## src/cluster_macros.svh

```systemverilog
// Sizes and register map of the cluster control shell
// Offsets are byte addresses of 32-bit words, and only aligned offsets are mapped
`ifndef CLUSTER_MACROS_SVH
`define CLUSTER_MACROS_SVH

`define CL_NUM_GROUPS       4
`define CL_CORES_PER_GROUP  4
`define CL_NUM_CORES        (`CL_NUM_GROUPS * `CL_CORES_PER_GROUP)

`define CL_ADDR_W           32
`define CL_LEN_W            16
`define CL_CNT_W            8
`define CL_REG_ADDR_W       8

// Read-only cache window after reset
`define CL_RO_START_RST     32'h8000_0000
`define CL_RO_END_RST       32'h8001_0000

`define CL_REG_WAKE         8'h00
`define CL_REG_RO_START     8'h04
`define CL_REG_RO_END       8'h08
`define CL_REG_DMA_SRC      8'h0C
`define CL_REG_DMA_DST      8'h10
`define CL_REG_DMA_LEN      8'h14
`define CL_REG_DMA_LAUNCH   8'h18
`define CL_REG_DMA_BUSY     8'h1C
`define CL_REG_DMA_DONE0    8'h20

`endif
```

## src/logic/cluster_pkg.sv

```systemverilog
// Types shared by the shell RTL and its testbench
// Widths come from the size macros
`default_nettype none

`include "cluster_macros.svh"

package cluster_pkg;

  typedef logic [`CL_ADDR_W-1:0]             addr_t;
  typedef logic [`CL_LEN_W-1:0]              len_t;
  typedef logic [$clog2(`CL_NUM_GROUPS)-1:0] group_idx_t;
  typedef logic [`CL_NUM_GROUPS-1:0]         group_mask_t;
  typedef logic [`CL_NUM_CORES-1:0]          core_mask_t;
  typedef logic [`CL_CNT_W-1:0]              done_cnt_t;

  // AXI4-Lite register port
  typedef logic [`CL_REG_ADDR_W-1:0]         reg_addr_t;
  typedef logic [31:0]                       reg_data_t;
  typedef logic [1:0]                        axi_resp_t;

  localparam axi_resp_t RESP_OKAY   = 2'b00;
  localparam axi_resp_t RESP_SLVERR = 2'b10;

  // Write channel of the register file
  typedef enum logic [1:0] {
    WR_IDLE,
    WR_RESP,
    WR_LAUNCH
  } regs_wr_state_e;

endpackage

`default_nettype wire

```

## src/logic/dma_req_if.sv

```systemverilog
// One DMA request with valid/ready handshake
// Valid and payload hold steady from valid rise until the handshake
`timescale 1ns/1ps
`default_nettype none

interface dma_req_if
  import cluster_pkg::*;
();

  logic       valid;
  logic       ready;
  group_idx_t group;
  addr_t      src_addr;
  addr_t      dst_addr;
  len_t       len;

  modport src (output valid, group, src_addr, dst_addr, len, input ready);

  modport dst (input valid, group, src_addr, dst_addr, len, output ready);

endinterface

`default_nettype wire

```

## src/logic/cluster_shell_top.sv

```systemverilog
// Cluster control shell with an AXI4-Lite slave for configuration
// Write strobes are ignored, every write is full-word
`timescale 1ns/1ps
`default_nettype none

`include "cluster_macros.svh"

module cluster_shell_top
  import cluster_pkg::*;
(
  input  wire logic                           clk_i,
  input  wire logic                           rst_n_i,
  // AXI4-Lite slave
  input  wire reg_addr_t                      s_axi_awaddr_i,
  input  wire logic                           s_axi_awvalid_i,
  output      logic                           s_axi_awready_o,
  input  wire reg_data_t                      s_axi_wdata_i,
  input  wire logic [3:0]                     s_axi_wstrb_i,
  input  wire logic                           s_axi_wvalid_i,
  output      logic                           s_axi_wready_o,
  output      axi_resp_t                      s_axi_bresp_o,
  output      logic                           s_axi_bvalid_o,
  input  wire logic                           s_axi_bready_i,
  input  wire reg_addr_t                      s_axi_araddr_i,
  input  wire logic                           s_axi_arvalid_i,
  output      logic                           s_axi_arready_o,
  output      reg_data_t                      s_axi_rdata_o,
  output      axi_resp_t                      s_axi_rresp_o,
  output      logic                           s_axi_rvalid_o,
  input  wire logic                           s_axi_rready_i,
  // Cores and groups
  output      core_mask_t                     wake_up_o,
  output      addr_t                          ro_start_o,
  output      addr_t                          ro_end_o,
  output      addr_t [`CL_NUM_GROUPS-1:0]     dma_src_o,
  output      addr_t [`CL_NUM_GROUPS-1:0]     dma_dst_o,
  output      len_t  [`CL_NUM_GROUPS-1:0]     dma_len_o,
  output      group_mask_t                    dma_valid_o,
  input  wire group_mask_t                    dma_ready_i,
  input  wire group_mask_t                    dma_busy_i
);

  group_mask_t                    busy_q;
  done_cnt_t [`CL_NUM_GROUPS-1:0] done_cnt;

  dma_req_if req_if ();

  cluster_regs i_regs (
    .clk_i           (clk_i),
    .rst_n_i         (rst_n_i),
    .s_axi_awaddr_i  (s_axi_awaddr_i),
    .s_axi_awvalid_i (s_axi_awvalid_i),
    .s_axi_awready_o (s_axi_awready_o),
    .s_axi_wdata_i   (s_axi_wdata_i),
    .s_axi_wvalid_i  (s_axi_wvalid_i),
    .s_axi_wready_o  (s_axi_wready_o),
    .s_axi_bresp_o   (s_axi_bresp_o),
    .s_axi_bvalid_o  (s_axi_bvalid_o),
    .s_axi_bready_i  (s_axi_bready_i),
    .s_axi_araddr_i  (s_axi_araddr_i),
    .s_axi_arvalid_i (s_axi_arvalid_i),
    .s_axi_arready_o (s_axi_arready_o),
    .s_axi_rdata_o   (s_axi_rdata_o),
    .s_axi_rresp_o   (s_axi_rresp_o),
    .s_axi_rvalid_o  (s_axi_rvalid_o),
    .s_axi_rready_i  (s_axi_rready_i),
    .wake_up_o       (wake_up_o),
    .ro_start_o      (ro_start_o),
    .ro_end_o        (ro_end_o),
    .req             (req_if),
    .busy_i          (busy_q),
    .done_cnt_i      (done_cnt)
  );

  dma_req_queues i_queues (
    .clk_i       (clk_i),
    .rst_n_i     (rst_n_i),
    .req         (req_if),
    .dma_src_o   (dma_src_o),
    .dma_dst_o   (dma_dst_o),
    .dma_len_o   (dma_len_o),
    .dma_valid_o (dma_valid_o),
    .dma_ready_i (dma_ready_i)
  );

  dma_status_collect i_status (
    .clk_i      (clk_i),
    .rst_n_i    (rst_n_i),
    .dma_busy_i (dma_busy_i),
    .busy_o     (busy_q),
    .done_cnt_o (done_cnt)
  );

endmodule

`default_nettype wire

```

## src/logic/dma_status_collect.sv

```systemverilog
// Group busy flags, registered once, and per-group completion counters
// Busy inputs must already be in the shell clock domain, counters wrap
`timescale 1ns/1ps
`default_nettype none

`include "cluster_macros.svh"

module dma_status_collect
  import cluster_pkg::*;
(
  input  wire logic                            clk_i,
  input  wire logic                            rst_n_i,
  input  wire group_mask_t                     dma_busy_i,
  output      group_mask_t                     busy_o,
  output      done_cnt_t [`CL_NUM_GROUPS-1:0]  done_cnt_o
);

  group_mask_t                    busy_q;
  group_mask_t                    busy_d_q;
  group_mask_t                    busy_fall;
  done_cnt_t [`CL_NUM_GROUPS-1:0] done_cnt_q;

  // Falling edge of the registered flag ends one transfer
  assign busy_fall = busy_d_q & ~busy_q;

  always_ff @(posedge clk_i or negedge rst_n_i) begin
    if (!rst_n_i) begin
      busy_q     <= '0;
      busy_d_q   <= '0;
      done_cnt_q <= '0;
    end else begin
      busy_q   <= dma_busy_i;
      busy_d_q <= busy_q;
      for (int g = 0; g < `CL_NUM_GROUPS; g++) begin
        if (busy_fall[g]) begin
          done_cnt_q[g] <= done_cnt_q[g] + done_cnt_t'(1);
        end
      end
    end
  end

  assign busy_o     = busy_q;
  assign done_cnt_o = done_cnt_q;

endmodule

`default_nettype wire

```

## src/logic/dma_req_queues.sv

```systemverilog
// Per-group DMA request buffers, two entries each, order kept within a group
// A full group only back-pressures launches addressed to it
`timescale 1ns/1ps
`default_nettype none

`include "cluster_macros.svh"

module dma_req_queues
  import cluster_pkg::*;
(
  input  wire logic                           clk_i,
  input  wire logic                           rst_n_i,
  dma_req_if.dst                              req,
  output      addr_t [`CL_NUM_GROUPS-1:0]     dma_src_o,
  output      addr_t [`CL_NUM_GROUPS-1:0]     dma_dst_o,
  output      len_t  [`CL_NUM_GROUPS-1:0]     dma_len_o,
  output      group_mask_t                    dma_valid_o,
  input  wire group_mask_t                    dma_ready_i
);

  group_mask_t spill_free;

  assign req.ready = spill_free[req.group];

  for (genvar g = 0; g < `CL_NUM_GROUPS; g++) begin : gen_group
    logic  in_fire;
    logic  out_fire;
    logic  main_valid_q;
    logic  spill_valid_q;
    addr_t main_src_q;
    addr_t main_dst_q;
    len_t  main_len_q;
    addr_t spill_src_q;
    addr_t spill_dst_q;
    len_t  spill_len_q;

    assign in_fire  = req.valid && (req.group == group_idx_t'(g)) && !spill_valid_q;
    assign out_fire = main_valid_q && dma_ready_i[g];

    always_ff @(posedge clk_i or negedge rst_n_i) begin
      if (!rst_n_i) begin
        main_valid_q  <= 1'b0;
        spill_valid_q <= 1'b0;
      end else if (!main_valid_q || out_fire) begin
        // Main slot refills from the spill slot first
        if (spill_valid_q) begin
          main_valid_q  <= 1'b1;
          spill_valid_q <= 1'b0;
        end else begin
          main_valid_q <= in_fire;
        end
      end else if (in_fire) begin
        spill_valid_q <= 1'b1;
      end
    end

    always_ff @(posedge clk_i) begin
      if (!main_valid_q || out_fire) begin
        if (spill_valid_q) begin
          main_src_q <= spill_src_q;
          main_dst_q <= spill_dst_q;
          main_len_q <= spill_len_q;
        end else if (in_fire) begin
          main_src_q <= req.src_addr;
          main_dst_q <= req.dst_addr;
          main_len_q <= req.len;
        end
      end else if (in_fire) begin
        spill_src_q <= req.src_addr;
        spill_dst_q <= req.dst_addr;
        spill_len_q <= req.len;
      end
    end

    assign spill_free[g]  = !spill_valid_q;
    assign dma_valid_o[g] = main_valid_q;
    assign dma_src_o[g]   = main_src_q;
    assign dma_dst_o[g]   = main_dst_q;
    assign dma_len_o[g]   = main_len_q;
  end

endmodule

`default_nettype wire

```

## src/logic/cluster_regs.sv

```systemverilog
// AXI4-Lite register file of the cluster shell with one write and one read in flight
// Write strobes are not used and every write is full-word
`timescale 1ns/1ps
`default_nettype none

`include "cluster_macros.svh"

module cluster_regs
  import cluster_pkg::*;
(
  input  wire logic                            clk_i,
  input  wire logic                            rst_n_i,
  // AXI4-Lite slave
  input  wire reg_addr_t                       s_axi_awaddr_i,
  input  wire logic                            s_axi_awvalid_i,
  output      logic                            s_axi_awready_o,
  input  wire reg_data_t                       s_axi_wdata_i,
  input  wire logic                            s_axi_wvalid_i,
  output      logic                            s_axi_wready_o,
  output      axi_resp_t                       s_axi_bresp_o,
  output      logic                            s_axi_bvalid_o,
  input  wire logic                            s_axi_bready_i,
  input  wire reg_addr_t                       s_axi_araddr_i,
  input  wire logic                            s_axi_arvalid_i,
  output      logic                            s_axi_arready_o,
  output      reg_data_t                       s_axi_rdata_o,
  output      axi_resp_t                       s_axi_rresp_o,
  output      logic                            s_axi_rvalid_o,
  input  wire logic                            s_axi_rready_i,
  // Control outputs
  output      core_mask_t                      wake_up_o,
  output      addr_t                           ro_start_o,
  output      addr_t                           ro_end_o,
  dma_req_if.src                               req,
  // Status
  input  wire group_mask_t                     busy_i,
  input  wire done_cnt_t [`CL_NUM_GROUPS-1:0]  done_cnt_i
);

  localparam reg_addr_t done_last_addr =
    `CL_REG_DMA_DONE0 + reg_addr_t'(4 * (`CL_NUM_GROUPS - 1));

  regs_wr_state_e wr_state_q;
  logic           wr_fire;
  logic           wr_err;
  axi_resp_t      bresp_q;
  group_idx_t     launch_group_q;

  core_mask_t     wake_q;
  addr_t          ro_start_q;
  addr_t          ro_end_q;
  addr_t          dma_src_q;
  addr_t          dma_dst_q;
  len_t           dma_len_q;

  logic           rd_fire;
  logic           rvalid_q;
  reg_data_t      rdata_q;
  axi_resp_t      rresp_q;
  reg_data_t      rd_data;
  axi_resp_t      rd_resp;
  group_idx_t     done_idx;

  // AW and W are taken together and only from idle
  assign wr_fire = s_axi_awvalid_i && s_axi_wvalid_i && (wr_state_q == WR_IDLE);

  always_comb begin
    case (s_axi_awaddr_i)
      `CL_REG_WAKE, `CL_REG_RO_START, `CL_REG_RO_END, `CL_REG_DMA_SRC,
      `CL_REG_DMA_DST, `CL_REG_DMA_LEN, `CL_REG_DMA_LAUNCH: wr_err = 1'b0;
      default: wr_err = 1'b1;
    endcase
  end

  always_ff @(posedge clk_i or negedge rst_n_i) begin
    if (!rst_n_i) begin
      wr_state_q <= WR_IDLE;
      wake_q     <= '0;
      ro_start_q <= `CL_RO_START_RST;
      ro_end_q   <= `CL_RO_END_RST;
      dma_src_q  <= '0;
      dma_dst_q  <= '0;
      dma_len_q  <= '0;
    end else begin
      wake_q <= (wr_fire && (s_axi_awaddr_i == `CL_REG_WAKE)) ? core_mask_t'(s_axi_wdata_i) : '0;
      case (wr_state_q)
        WR_IDLE: begin
          if (wr_fire) begin
            wr_state_q <= (s_axi_awaddr_i == `CL_REG_DMA_LAUNCH) ? WR_LAUNCH : WR_RESP;
          end
        end
        // B waits for the queue to take the request
        WR_LAUNCH: if (req.ready) wr_state_q <= WR_RESP;
        WR_RESP:   if (s_axi_bready_i) wr_state_q <= WR_IDLE;
        default:   wr_state_q <= WR_IDLE;
      endcase
      if (wr_fire) begin
        case (s_axi_awaddr_i)
          `CL_REG_RO_START: ro_start_q <= addr_t'(s_axi_wdata_i);
          `CL_REG_RO_END:   ro_end_q   <= addr_t'(s_axi_wdata_i);
          `CL_REG_DMA_SRC:  dma_src_q  <= addr_t'(s_axi_wdata_i);
          `CL_REG_DMA_DST:  dma_dst_q  <= addr_t'(s_axi_wdata_i);
          `CL_REG_DMA_LEN:  dma_len_q  <= len_t'(s_axi_wdata_i);
          default: ;
        endcase
      end
    end
  end

  always_ff @(posedge clk_i) begin
    if (wr_fire) begin
      bresp_q        <= wr_err ? RESP_SLVERR : RESP_OKAY;
      launch_group_q <= group_idx_t'(s_axi_wdata_i);
    end
  end

  assign s_axi_awready_o = wr_fire;
  assign s_axi_wready_o  = wr_fire;
  assign s_axi_bvalid_o  = (wr_state_q == WR_RESP);
  assign s_axi_bresp_o   = bresp_q;

  assign wake_up_o  = wake_q;
  assign ro_start_o = ro_start_q;
  assign ro_end_o   = ro_end_q;

  assign req.valid    = (wr_state_q == WR_LAUNCH);
  assign req.group    = launch_group_q;
  assign req.src_addr = dma_src_q;
  assign req.dst_addr = dma_dst_q;
  assign req.len      = dma_len_q;

  // Read decode
  always_comb begin
    rd_data  = '0;
    rd_resp  = RESP_OKAY;
    done_idx = group_idx_t'((s_axi_araddr_i - `CL_REG_DMA_DONE0) >> 2);
    case (s_axi_araddr_i)
      `CL_REG_WAKE, `CL_REG_DMA_LAUNCH: rd_data = '0;
      `CL_REG_RO_START: rd_data = reg_data_t'(ro_start_q);
      `CL_REG_RO_END:   rd_data = reg_data_t'(ro_end_q);
      `CL_REG_DMA_SRC:  rd_data = reg_data_t'(dma_src_q);
      `CL_REG_DMA_DST:  rd_data = reg_data_t'(dma_dst_q);
      `CL_REG_DMA_LEN:  rd_data = reg_data_t'(dma_len_q);
      `CL_REG_DMA_BUSY: rd_data = reg_data_t'(busy_i);
      default: begin
        if ((s_axi_araddr_i >= `CL_REG_DMA_DONE0) && (s_axi_araddr_i <= done_last_addr) &&
            (s_axi_araddr_i[1:0] == 2'b00)) begin
          rd_data = reg_data_t'(done_cnt_i[done_idx]);
        end else begin
          rd_resp = RESP_SLVERR;
        end
      end
    endcase
  end

  assign rd_fire = s_axi_arvalid_i && s_axi_arready_o;

  always_ff @(posedge clk_i or negedge rst_n_i) begin
    if (!rst_n_i) begin
      rvalid_q <= 1'b0;
    end else if (rd_fire) begin
      rvalid_q <= 1'b1;
    end else if (s_axi_rready_i) begin
      rvalid_q <= 1'b0;
    end
  end

  always_ff @(posedge clk_i) begin
    if (rd_fire) begin
      rdata_q <= rd_data;
      rresp_q <= rd_resp;
    end
  end

  // Held low while in reset
  assign s_axi_arready_o = rst_n_i && !rvalid_q;
  assign s_axi_rvalid_o  = rvalid_q;
  assign s_axi_rdata_o   = rdata_q;
  assign s_axi_rresp_o   = rresp_q;

endmodule

`default_nettype wire

```

## config.mk

```make
export PLATFORM = sky130hd
export DESIGN_NAME = cluster_shell_top
export DESIGN_NICKNAME = d
export VERILOG_FILES = /design/src/logic/cluster_pkg.sv /design/src/logic/dma_req_if.sv /design/src/logic/cluster_shell_top.sv /design/src/logic/dma_status_collect.sv /design/src/logic/dma_req_queues.sv /design/src/logic/cluster_regs.sv
export VERILOG_INCLUDE_DIRS = /design/src
export SDC_FILE = /design/constraint.sdc
export NUM_CORES = 1
export LEC_CHECK = 0
export ABC_AREA = 1
export BUFFER_PORTS_ARGS = -buffer_cell sky130_fd_sc_hd__buf_2
export CAP_MARGIN = 20
export CORE_MARGIN = 5
export CORE_UTILIZATION = 59
export CTS_BUF_LIST = sky130_fd_sc_hd__clkbuf_16
export DETAILED_ROUTE_END_ITERATION = 16
export PLACE_DENSITY = 0.87
export SYNTH_ARGS = -nofsm -noshare
export SYNTH_HDL_FRONTEND = slang
export SYNTH_SLANG_ARGS = --single-unit
```

## constraint.sdc

```tcl
create_clock -name clk_i -period 20.2 [get_ports clk_i]
set_input_delay 4.04 -clock clk_i [delete_from_list [all_inputs] [get_ports clk_i]]
set_output_delay 4.04 -clock clk_i [all_outputs]
set_load 0.02 [all_outputs]
```

==> impl_metrics.json, run 1 <==
{
  "cts_sinks": 887,
  "post_drt_wl_per_cell_um": 24.8,
  "postPlaceCellArea_mm2": 0.0366,
  "fin_worst_skew_ps": 20.0,
  "ys_types": 37,
  "synth_area_mm2": 0.0333,
  "dieArea_mm2": 0.0614,
  "stdcell_count": 3952,
  "overflow": 0,
  "netlist_top_cells_area": "edfxtp_1 (61%), dfrtp_1 (16%), nand2_1 (7.4%)",
  "cts_tree": "built",
  "drv_slew": 0,
  "fin_tns_setup_ps": 0,
  "fillCellCount": 3592,
  "placed_cells": 3792,
  "grtUsageTotal_pct": 31.3,
  "antenna_found_initial": 5,
  "insertion_delay_ps": 620,
  "vdd_ir_drop_max_v": 0.0000790,
  "tightestPinTransition_ps": 1050,
  "hpwl_um": 62000,
  "holdWs_ps": 449,
  "ys_ff_latch": 887,
  "pin_count": 512,
  "clockRootBuffer": "clkbuf_16",
  "post_cts_buffers": 0,
  "fin_crit_sh_pct": 44.6,
  "chipHeight_um": 248,
  "drt-pass1-iter-count": 8,
  "via_per_inst": 5.91,
  "max_freq_ghz": 0.111,
  "post-route-cell-area_mm2": 0.0393,
  "clk_path_buf_depth": 3,
  "cts-buffers-inserted": 84,
  "grt_pass1_vias": 22700,
  "grt_pass1_wl_um": 142000,
  "coreArea_mm2": 0.0562,
  "powerDensity_mw_per_mm2": 94.5,
  "startpoint_type": "primary input",
  "setup_violations": 0,
  "max_slew_margin_pct": 29.7,
  "yosys.area.top_type": "edfxtp_1",
  "place_congestion": 0.924,
  "postRouteWirelength_um": 98100,
  "rsz0062_at_grt": "no",
  "initial_core_util_pct": 59.3,
  "hold_buffers": 0,
  "syn_area_per_cell_um2": 12.7,
  "crit_path_max_fanout": 91,
  "hold_violations": 0,
  "p_leak_nw": 15.8,
  "cp_data_arrival_time_ps": 4970,
  "drive_above_1_share_pct": 21.7,
  "yosys_warnings": 0,
  "min_period_ps": 9010,
  "ctsResizeCount": 0,
  "synthCells": 2627,
  "grt_start_max_net_pins": 92,
  "outcome": "completed",
  "area_growth_pct": 18.0,
  "ys_seq_area_share_pct": 76.7,
  "synth_top_area_share_pct": 60.9,
  "drtIter0Drc": 2696,
  "hp-class": "reg -> reg",
  "critPathRequiredTime_ps": 16160,
  "htree_levels": 3,
  "critical_path_class": "in -> out",
  "rows": 87,
  "ant_nets": 0,
  "port_buffers": 505,
  "vias": 23300,
  "drc": 0,
  "die_w_um": 248,
  "cap_violations": 0,
  "clkTransAtPathRegs_ps": 60,
  "finalNetCount": 3194,
  "cp-end-kind": "output port"
}
final timing paths:
kind / depth (start not counted) / from / slack, ps / endpoint
hold reg to reg: 0 / i_status.busy_o[0]$_DFF_PN0_ / 450 / i_status.busy_d_q[0]$_DFF_PN0_
min in group asynchronous: 1 / rst_n_i / 3420 / i_status.busy_o[3]$_DFF_PN0_
hold / removal: 0 / i_status.busy_o[0]$_DFF_PN0_ / 450 / i_status.busy_d_q[0]$_DFF_PN0_
max in group asynchronous: 2 / rst_n_i / 15310 / i_queues.gen_group[1].spill_valid_q$_DFFE_PN0P_
setup / recovery: 4 / rst_n_i / 11190 / s_axi_arready_o
setup reg to reg: 4 / i_queues.gen_group[3].spill_valid_q$_DFFE_PN0P_ / 16880 / i_queues.gen_group[3].main_src_q[12]$_DFFE_PP_
state kept, by name, summed over array words and instances, names as in the netlist, 16 cells and up:
signal and flops:
i_queues.gen_group.main_dst_q 128, i_queues.gen_group.main_len_q 64, i_queues.gen_group.main_src_q 128, i_queues.gen_group.spill_dst_q 128, i_queues.gen_group.spill_len_q 64, i_queues.gen_group.spill_src_q 128
i_regs.req.dst_addr 32, i_regs.req.len 16, i_regs.req.src_addr 32, i_regs.ro_end_o 32, i_regs.ro_start_o 32, i_regs.s_axi_rdata_o 32
i_regs.wake_up_o 16, i_status.done_cnt_o 32
Yosys cell counts:
library cell	n
edfxtp_1	676
nand2_1	656
o21ai_0	368
dfrtp_1	208
inv_1	183
o21ai_1	114
nand3_1	103
nor2_1	86
clkbuf_1	74
buf_2	34
nand4_1	24
xor2_1	19
nor3_1	14
buf_4	10
nand2_2	8
a21oi_1	7
buf_1	4
ha_1	4
nor2_2	4
nor2_4	4
nor3b_1	4
buf_6	3
dfstp_2	3
inv_2	2
nand3b_1	2
xnor2_1	2
a31oi_1	1
clkinv_2	1
conb_1	1
nand2_4	1
nand4_4	1
nor2_8	1
nor3_2	1
nor3_4	1
o211ai_1	1
o311ai_0	1
o31ai_1	1
stage by stage:
step	total power, mW	utilization (%)	setup WS [ps]
6_report	3.71	70.0	11190
5_1_grt	3.82	70.0	10980
4_1_cts	3.72	69.9	11140
3_5_place_dp	2.19	65.1	11140
3_3_place_gp	2.18	65.0	11140
2_1_floorplan	2.13	-	9520
cells by family after synthesis:
logic type / Yosys count / synth area share, %
compound gates: 493 / 7.43
flops: 887 / 76.7
simple gates: 910 / 11.3
fa+ha+maj: 4 / 0.150
xor+xnor: 21 / 0.552
other cells: 1 / 0.0112
buf+inv: 311 / 3.81
worst max-delay path: stages:
cell,delay (ps)
buf_8,490
inv_1,90
nor2_1,130
buf_2,180
per-layer routing:
metal,track usage (%),vias to the layer above,part of all wire (%)
li1,-,10100,-
met5,0,-,0.031
met2,50.7,1761,48
met3,7.25,362,12
met4,17.3,4,6.8
met1,39.7,11200,33
placed cells by master (no fill, tap or decap), drive strengths merged, types with 2 or more instances in the layout:
master	Yosys	routed
diode	0	3
nand2	665	665
nand3b	2	2
xor2	19	19
nor3b	4	4
xnor2	2	2
bufinv	0	7
clkbuf	74	88
clkinv	1	37
nand3	103	103
a21oi	7	7
dfstp	3	3
dfrtp	208	208
nand4	25	25
nor3	16	16
inv	185	207
o21ai	482	482
conb	1	2
clkinvlp	0	3
nor2	95	95
buf	51	534
ha	4	4
edfxtp	676	676
layout make-up:
| class | instances | area [um^2] | area share, % |
|---|---|---|---|
| flip-flops and latches | 887 | 25600 | 65.1 |
| inverters | 186 | 699 | 1.78 |
| diodes | 3 | 7.51 | 0.0191 |
| multi-input cells | 1430 | 6550 | 16.7 |
| repair buffers | 534 | 2800 | 7.12 |
| clock inverters | 68 | 515 | 1.31 |
| well taps | 756 | 946 | 2.41 |
| clock buffers | 88 | 2200 | 5.60 |
where the power goes:
part           internal (mW)  switching, mW
Clock                  0.881          0.675
Combinational         0.0400         0.0942
Sequential              1.99         0.0396
Note: power is estimated with default switching activity, not from simulation.
==> run 2: changes to the inputs <==
--- a/config.mk
+++ b/config.mk
@@ -6,14 +6,14 @@
 export SDC_FILE = /design/constraint.sdc
 export NUM_CORES = 1
 export LEC_CHECK = 0
-export ABC_AREA = 1
+export ABC_AREA = 0
 export BUFFER_PORTS_ARGS = -buffer_cell sky130_fd_sc_hd__buf_2
 export CAP_MARGIN = 20
 export CORE_MARGIN = 5
-export CORE_UTILIZATION = 59
+export CORE_UTILIZATION = 57
 export CTS_BUF_LIST = sky130_fd_sc_hd__clkbuf_16
 export DETAILED_ROUTE_END_ITERATION = 16
-export PLACE_DENSITY = 0.87
+export PLACE_DENSITY = 0.85
 export SYNTH_ARGS = -nofsm -noshare
 export SYNTH_HDL_FRONTEND = slang
 export SYNTH_SLANG_ARGS = --single-unit
==> constraint.sdc (replaced) <==
create_clock -name clk_i -period 8.37 [get_ports clk_i]
set_input_delay 1.674 -clock clk_i [delete_from_list [all_inputs] [get_ports clk_i]]
set_output_delay 1.674 -clock clk_i [all_outputs]
set_load 0.02 [all_outputs]
==> run 2 against run 1 <==
Non-clock buffer count increased by 1. Critical path depth did not move. Global-route usage shrank 2.5 points. Clock skew down 3.2 ps. Synthesized area is 1.6% higher. Final cell count is 20% lower. Sequential power grew 140%. Combinational power is 140% higher. First-iteration DRC count is 24% lower. Wire length shrank 3.7%. Register-to-register slack worse by 12000 ps. Die area up 5.0%. Highest routed layer is now met4.
==> impl_metrics.json, run 2 <==
{
  "cts_tree": "built",
  "area_growth_pct": 19.0,
  "synthCells": 1776,
  "placed_cells": 2998,
  "place_congestion": 0.926,
  "rr_worst_depth": 3,
  "synth_area_mm2": 0.0339,
  "hp-class": "reg -> reg",
  "fin_crit_sh_pct": 59.2,
  "synth.most_common_cell": "edfxtp_1",
  "cts_sinks": 887,
  "critPathTopFamily": "buffers and inverters",
  "ys_seq_area_share_pct": 75.5,
  "p_leak_nw": 16.5,
  "drive_above_1_share_pct": 49.1,
  "clockRootBuffer": "clkbuf_16",
  "via_per_inst": 6.08,
  "post_drt_wl_per_cell_um": 29.8,
  "endpoint": "s_axi_wready_o",
  "crit_path_start": "s_axi_awvalid_i",
  "synth_top_area_share_pct": 59.9,
  "vias": 19300,
  "finalNetCount": 2388,
  "vdd_ir_drop_max_v": 0.000176,
  "clkTransAtPathRegs_ps": 60,
  "drv_slew": 0,
  "ant_nets": 0,
  "cp_cell_sequence": "buf_2 > nand3_1 > inv_1 > buf_2",
  "min_period_ps": 4950,
  "yosys.area.top_type": "edfxtp_1",
  "hold_buffers": 0,
  "chipHeight_um": 254,
  "cp_data_arrival_time_ps": 3280,
  "layout_common_cells": "edfxtp_1 (676), buf_2 (503), mux2_2 (444), dfrtp_1 (204), clkbuf_16 (94)",
  "powerDensity_mw_per_mm2": 230,
  "htree_levels": 3,
  "max_freq_ghz": 0.202,
  "final_common_cell": "edfxtp_1",
  "pin_count": 512,
  "outcome": "completed",
  "r2r_end": "i_queues.gen_group[2].main_dst_q[17]$_DFFE_PP_",
  "post_cts_buffers": 0,
  "critPathRequiredTime_ps": 6700,
  "synth_top_flop_cell": "edfxtp_1",
  "grt_pass1_wl_um": 135000,
  "port_buffers": 505,
  "drtIter0Drc": 2062,
  "cap_violations": 0,
  "cp-end-kind": "output port",
  "cpMaxStageDelayCell": "nand3_1",
  "cp_common_cell": "buf_2",
  "grt_pass1_vias": 19500,
  "max_slew_margin_pct": 27.2,
  "yosys_warnings": 0,
  "die_w_um": 254,
  "rsz0062_at_grt": "no",
  "fin_worst_skew_ps": 16.8,
  "initial_core_util_pct": 57.5,
  "hpwl_um": 59000,
  "ctsResizeCount": 0,
  "async_flop_share_pct": 23.8,
  "grtUsageTotal_pct": 28.8,
  "clk_path_buf_depth": 3,
  "postRouteWirelength_um": 94500,
  "cts-buffers-inserted": 89,
  "fin_tns_setup_ps": 0,
  "max_stage_delay_ps": 700,
  "crit_cells": 4,
  "drc": 0,
  "overflow": 0,
  "r2r_slack_ps": 4940,
  "hold_violations": 0,
  "p_total_mw": 9.27,
  "setup_violations": 0,
  "dieArea_mm2": 0.0644,
  "grt_start_max_net_pins": 104,
  "stdcell_count": 3173,
  "synth_edf_count": 676,
  "worst-path-buf-inv": 3,
  "critical_path_class": "in -> out",
  "rows": 89,
  "tightestPinTransition_ps": 1080,
  "rr_startpoint": "i_queues.gen_group[2].spill_valid_q$_DFFE_PN0P_",
  "syn_area_per_cell_um2": 19.1,
  "netlist_top_cells_area": "edfxtp_1 (60%), dfrtp_1 (15%), mux2_2 (15%)",
  "coreArea_mm2": 0.0589,
  "crit_path_max_fanout": 20,
  "ys_top_cells_by_count": "edfxtp_1 (676), mux2_2 (444), dfrtp_1 (208), clkbuf_1 (51), mux2i_1 (41)",
  "antenna_found_initial": 4,
  "ys_types": 52,
  "ys_ff_latch": 887,
  "startpoint_type": "primary input",
  "insertion_delay_ps": 630,
  "drt-pass1-iter-count": 6
}
[run 2: cell types whose count changed in the layout (fill, tap and decap cells not counted), moves of 41 or more]
cell | previous run | this run
nand2_1 | 656 | 21
nor2_1 | 82 | 22
o21ai_1 | 114 | 7
mux2_2 | 0 | 444
mux2i_1 | 0 | 41
o21ai_0 | 368 | 17
inv_1 | 201 | 25
nand3_1 | 103 | 10
[run 2: cells by family after synthesis]
kind of cell | share of synthesized area, %
AO/OA/AOI/OAI | 1.58
XOR/XNOR | 0.724
adder cells (fa/ha/maj) | 0.148
buffers and inverters | 1.31
flip-flops | 75.5
multiplexers | 18.0
other | 0.0111
AND/OR/NAND/NOR | 2.72
[run 2: final cells by class]
cell class	instances	area, um^2
antenna	6	15.0
clock buffer	94	2350
clock inverter	74	636
fill	3604	18600
inverter	8	30.0
multi-input combinational	796	7930
sequential	887	25600
tap	773	967
timing repair buffer	535	2770
[run 2: worst min path at each step]
stage                                       startpoint                        endpoint  slack [ps]  depth (start not counted)
after global placement    i_status.busy_o[3]$_DFF_PN0_  i_status.busy_d_q[3]$_DFF_PN0_         410                          0
after floorplan           i_status.busy_o[1]$_DFF_PN0_  i_status.busy_d_q[1]$_DFF_PN0_         370                          0
after CTS                 i_status.busy_o[2]$_DFF_PN0_  i_status.busy_d_q[2]$_DFF_PN0_         420                          0
after detailed placement  i_status.busy_o[2]$_DFF_PN0_  i_status.busy_d_q[2]$_DFF_PN0_         410                          0
final                     i_status.busy_o[2]$_DFF_PN0_  i_status.busy_d_q[2]$_DFF_PN0_         430                          0
after global routing      i_status.busy_o[2]$_DFF_PN0_  i_status.busy_d_q[2]$_DFF_PN0_         430                          0
[run 2: stage by stage]
stage / cell area (um^2) / hold WS, ps / utilization [%] / worst slack (ps)
floorplan: 33900 / 374 / - / 527
global placement: 37300 / 410 / 63.3 / 3460
detailed placement: 37300 / 413 / 63.3 / 3420
CTS: 40300 / 424 / 68.4 / 3420
global route: 40300 / 435 / 68.4 / 3360
finish: 40300 / 427 / 68.4 / 3420
[run 2: per-layer routing]
layer / vias to the layer above / track usage, % / wire [um] / part of all wire (%)
met1: 9889 / 39.4 / 35400 / 37
met3: 175 / 6.20 / 9770 / 10
li1: 7982 / - / - / -
met5: - / 0 / 0 / 0
met4: 0 / 9.19 / 3060 / 3.2
met2: 1240 / 47.2 / 46300 / 49
[run 2: report_power, final]
group          total [mW]  switching (mW)  internal (mW)
sequential           4.90           0.117           4.79
combinational       0.320           0.177          0.143
clock                4.05            1.70           2.35
total                9.27            1.99           7.28
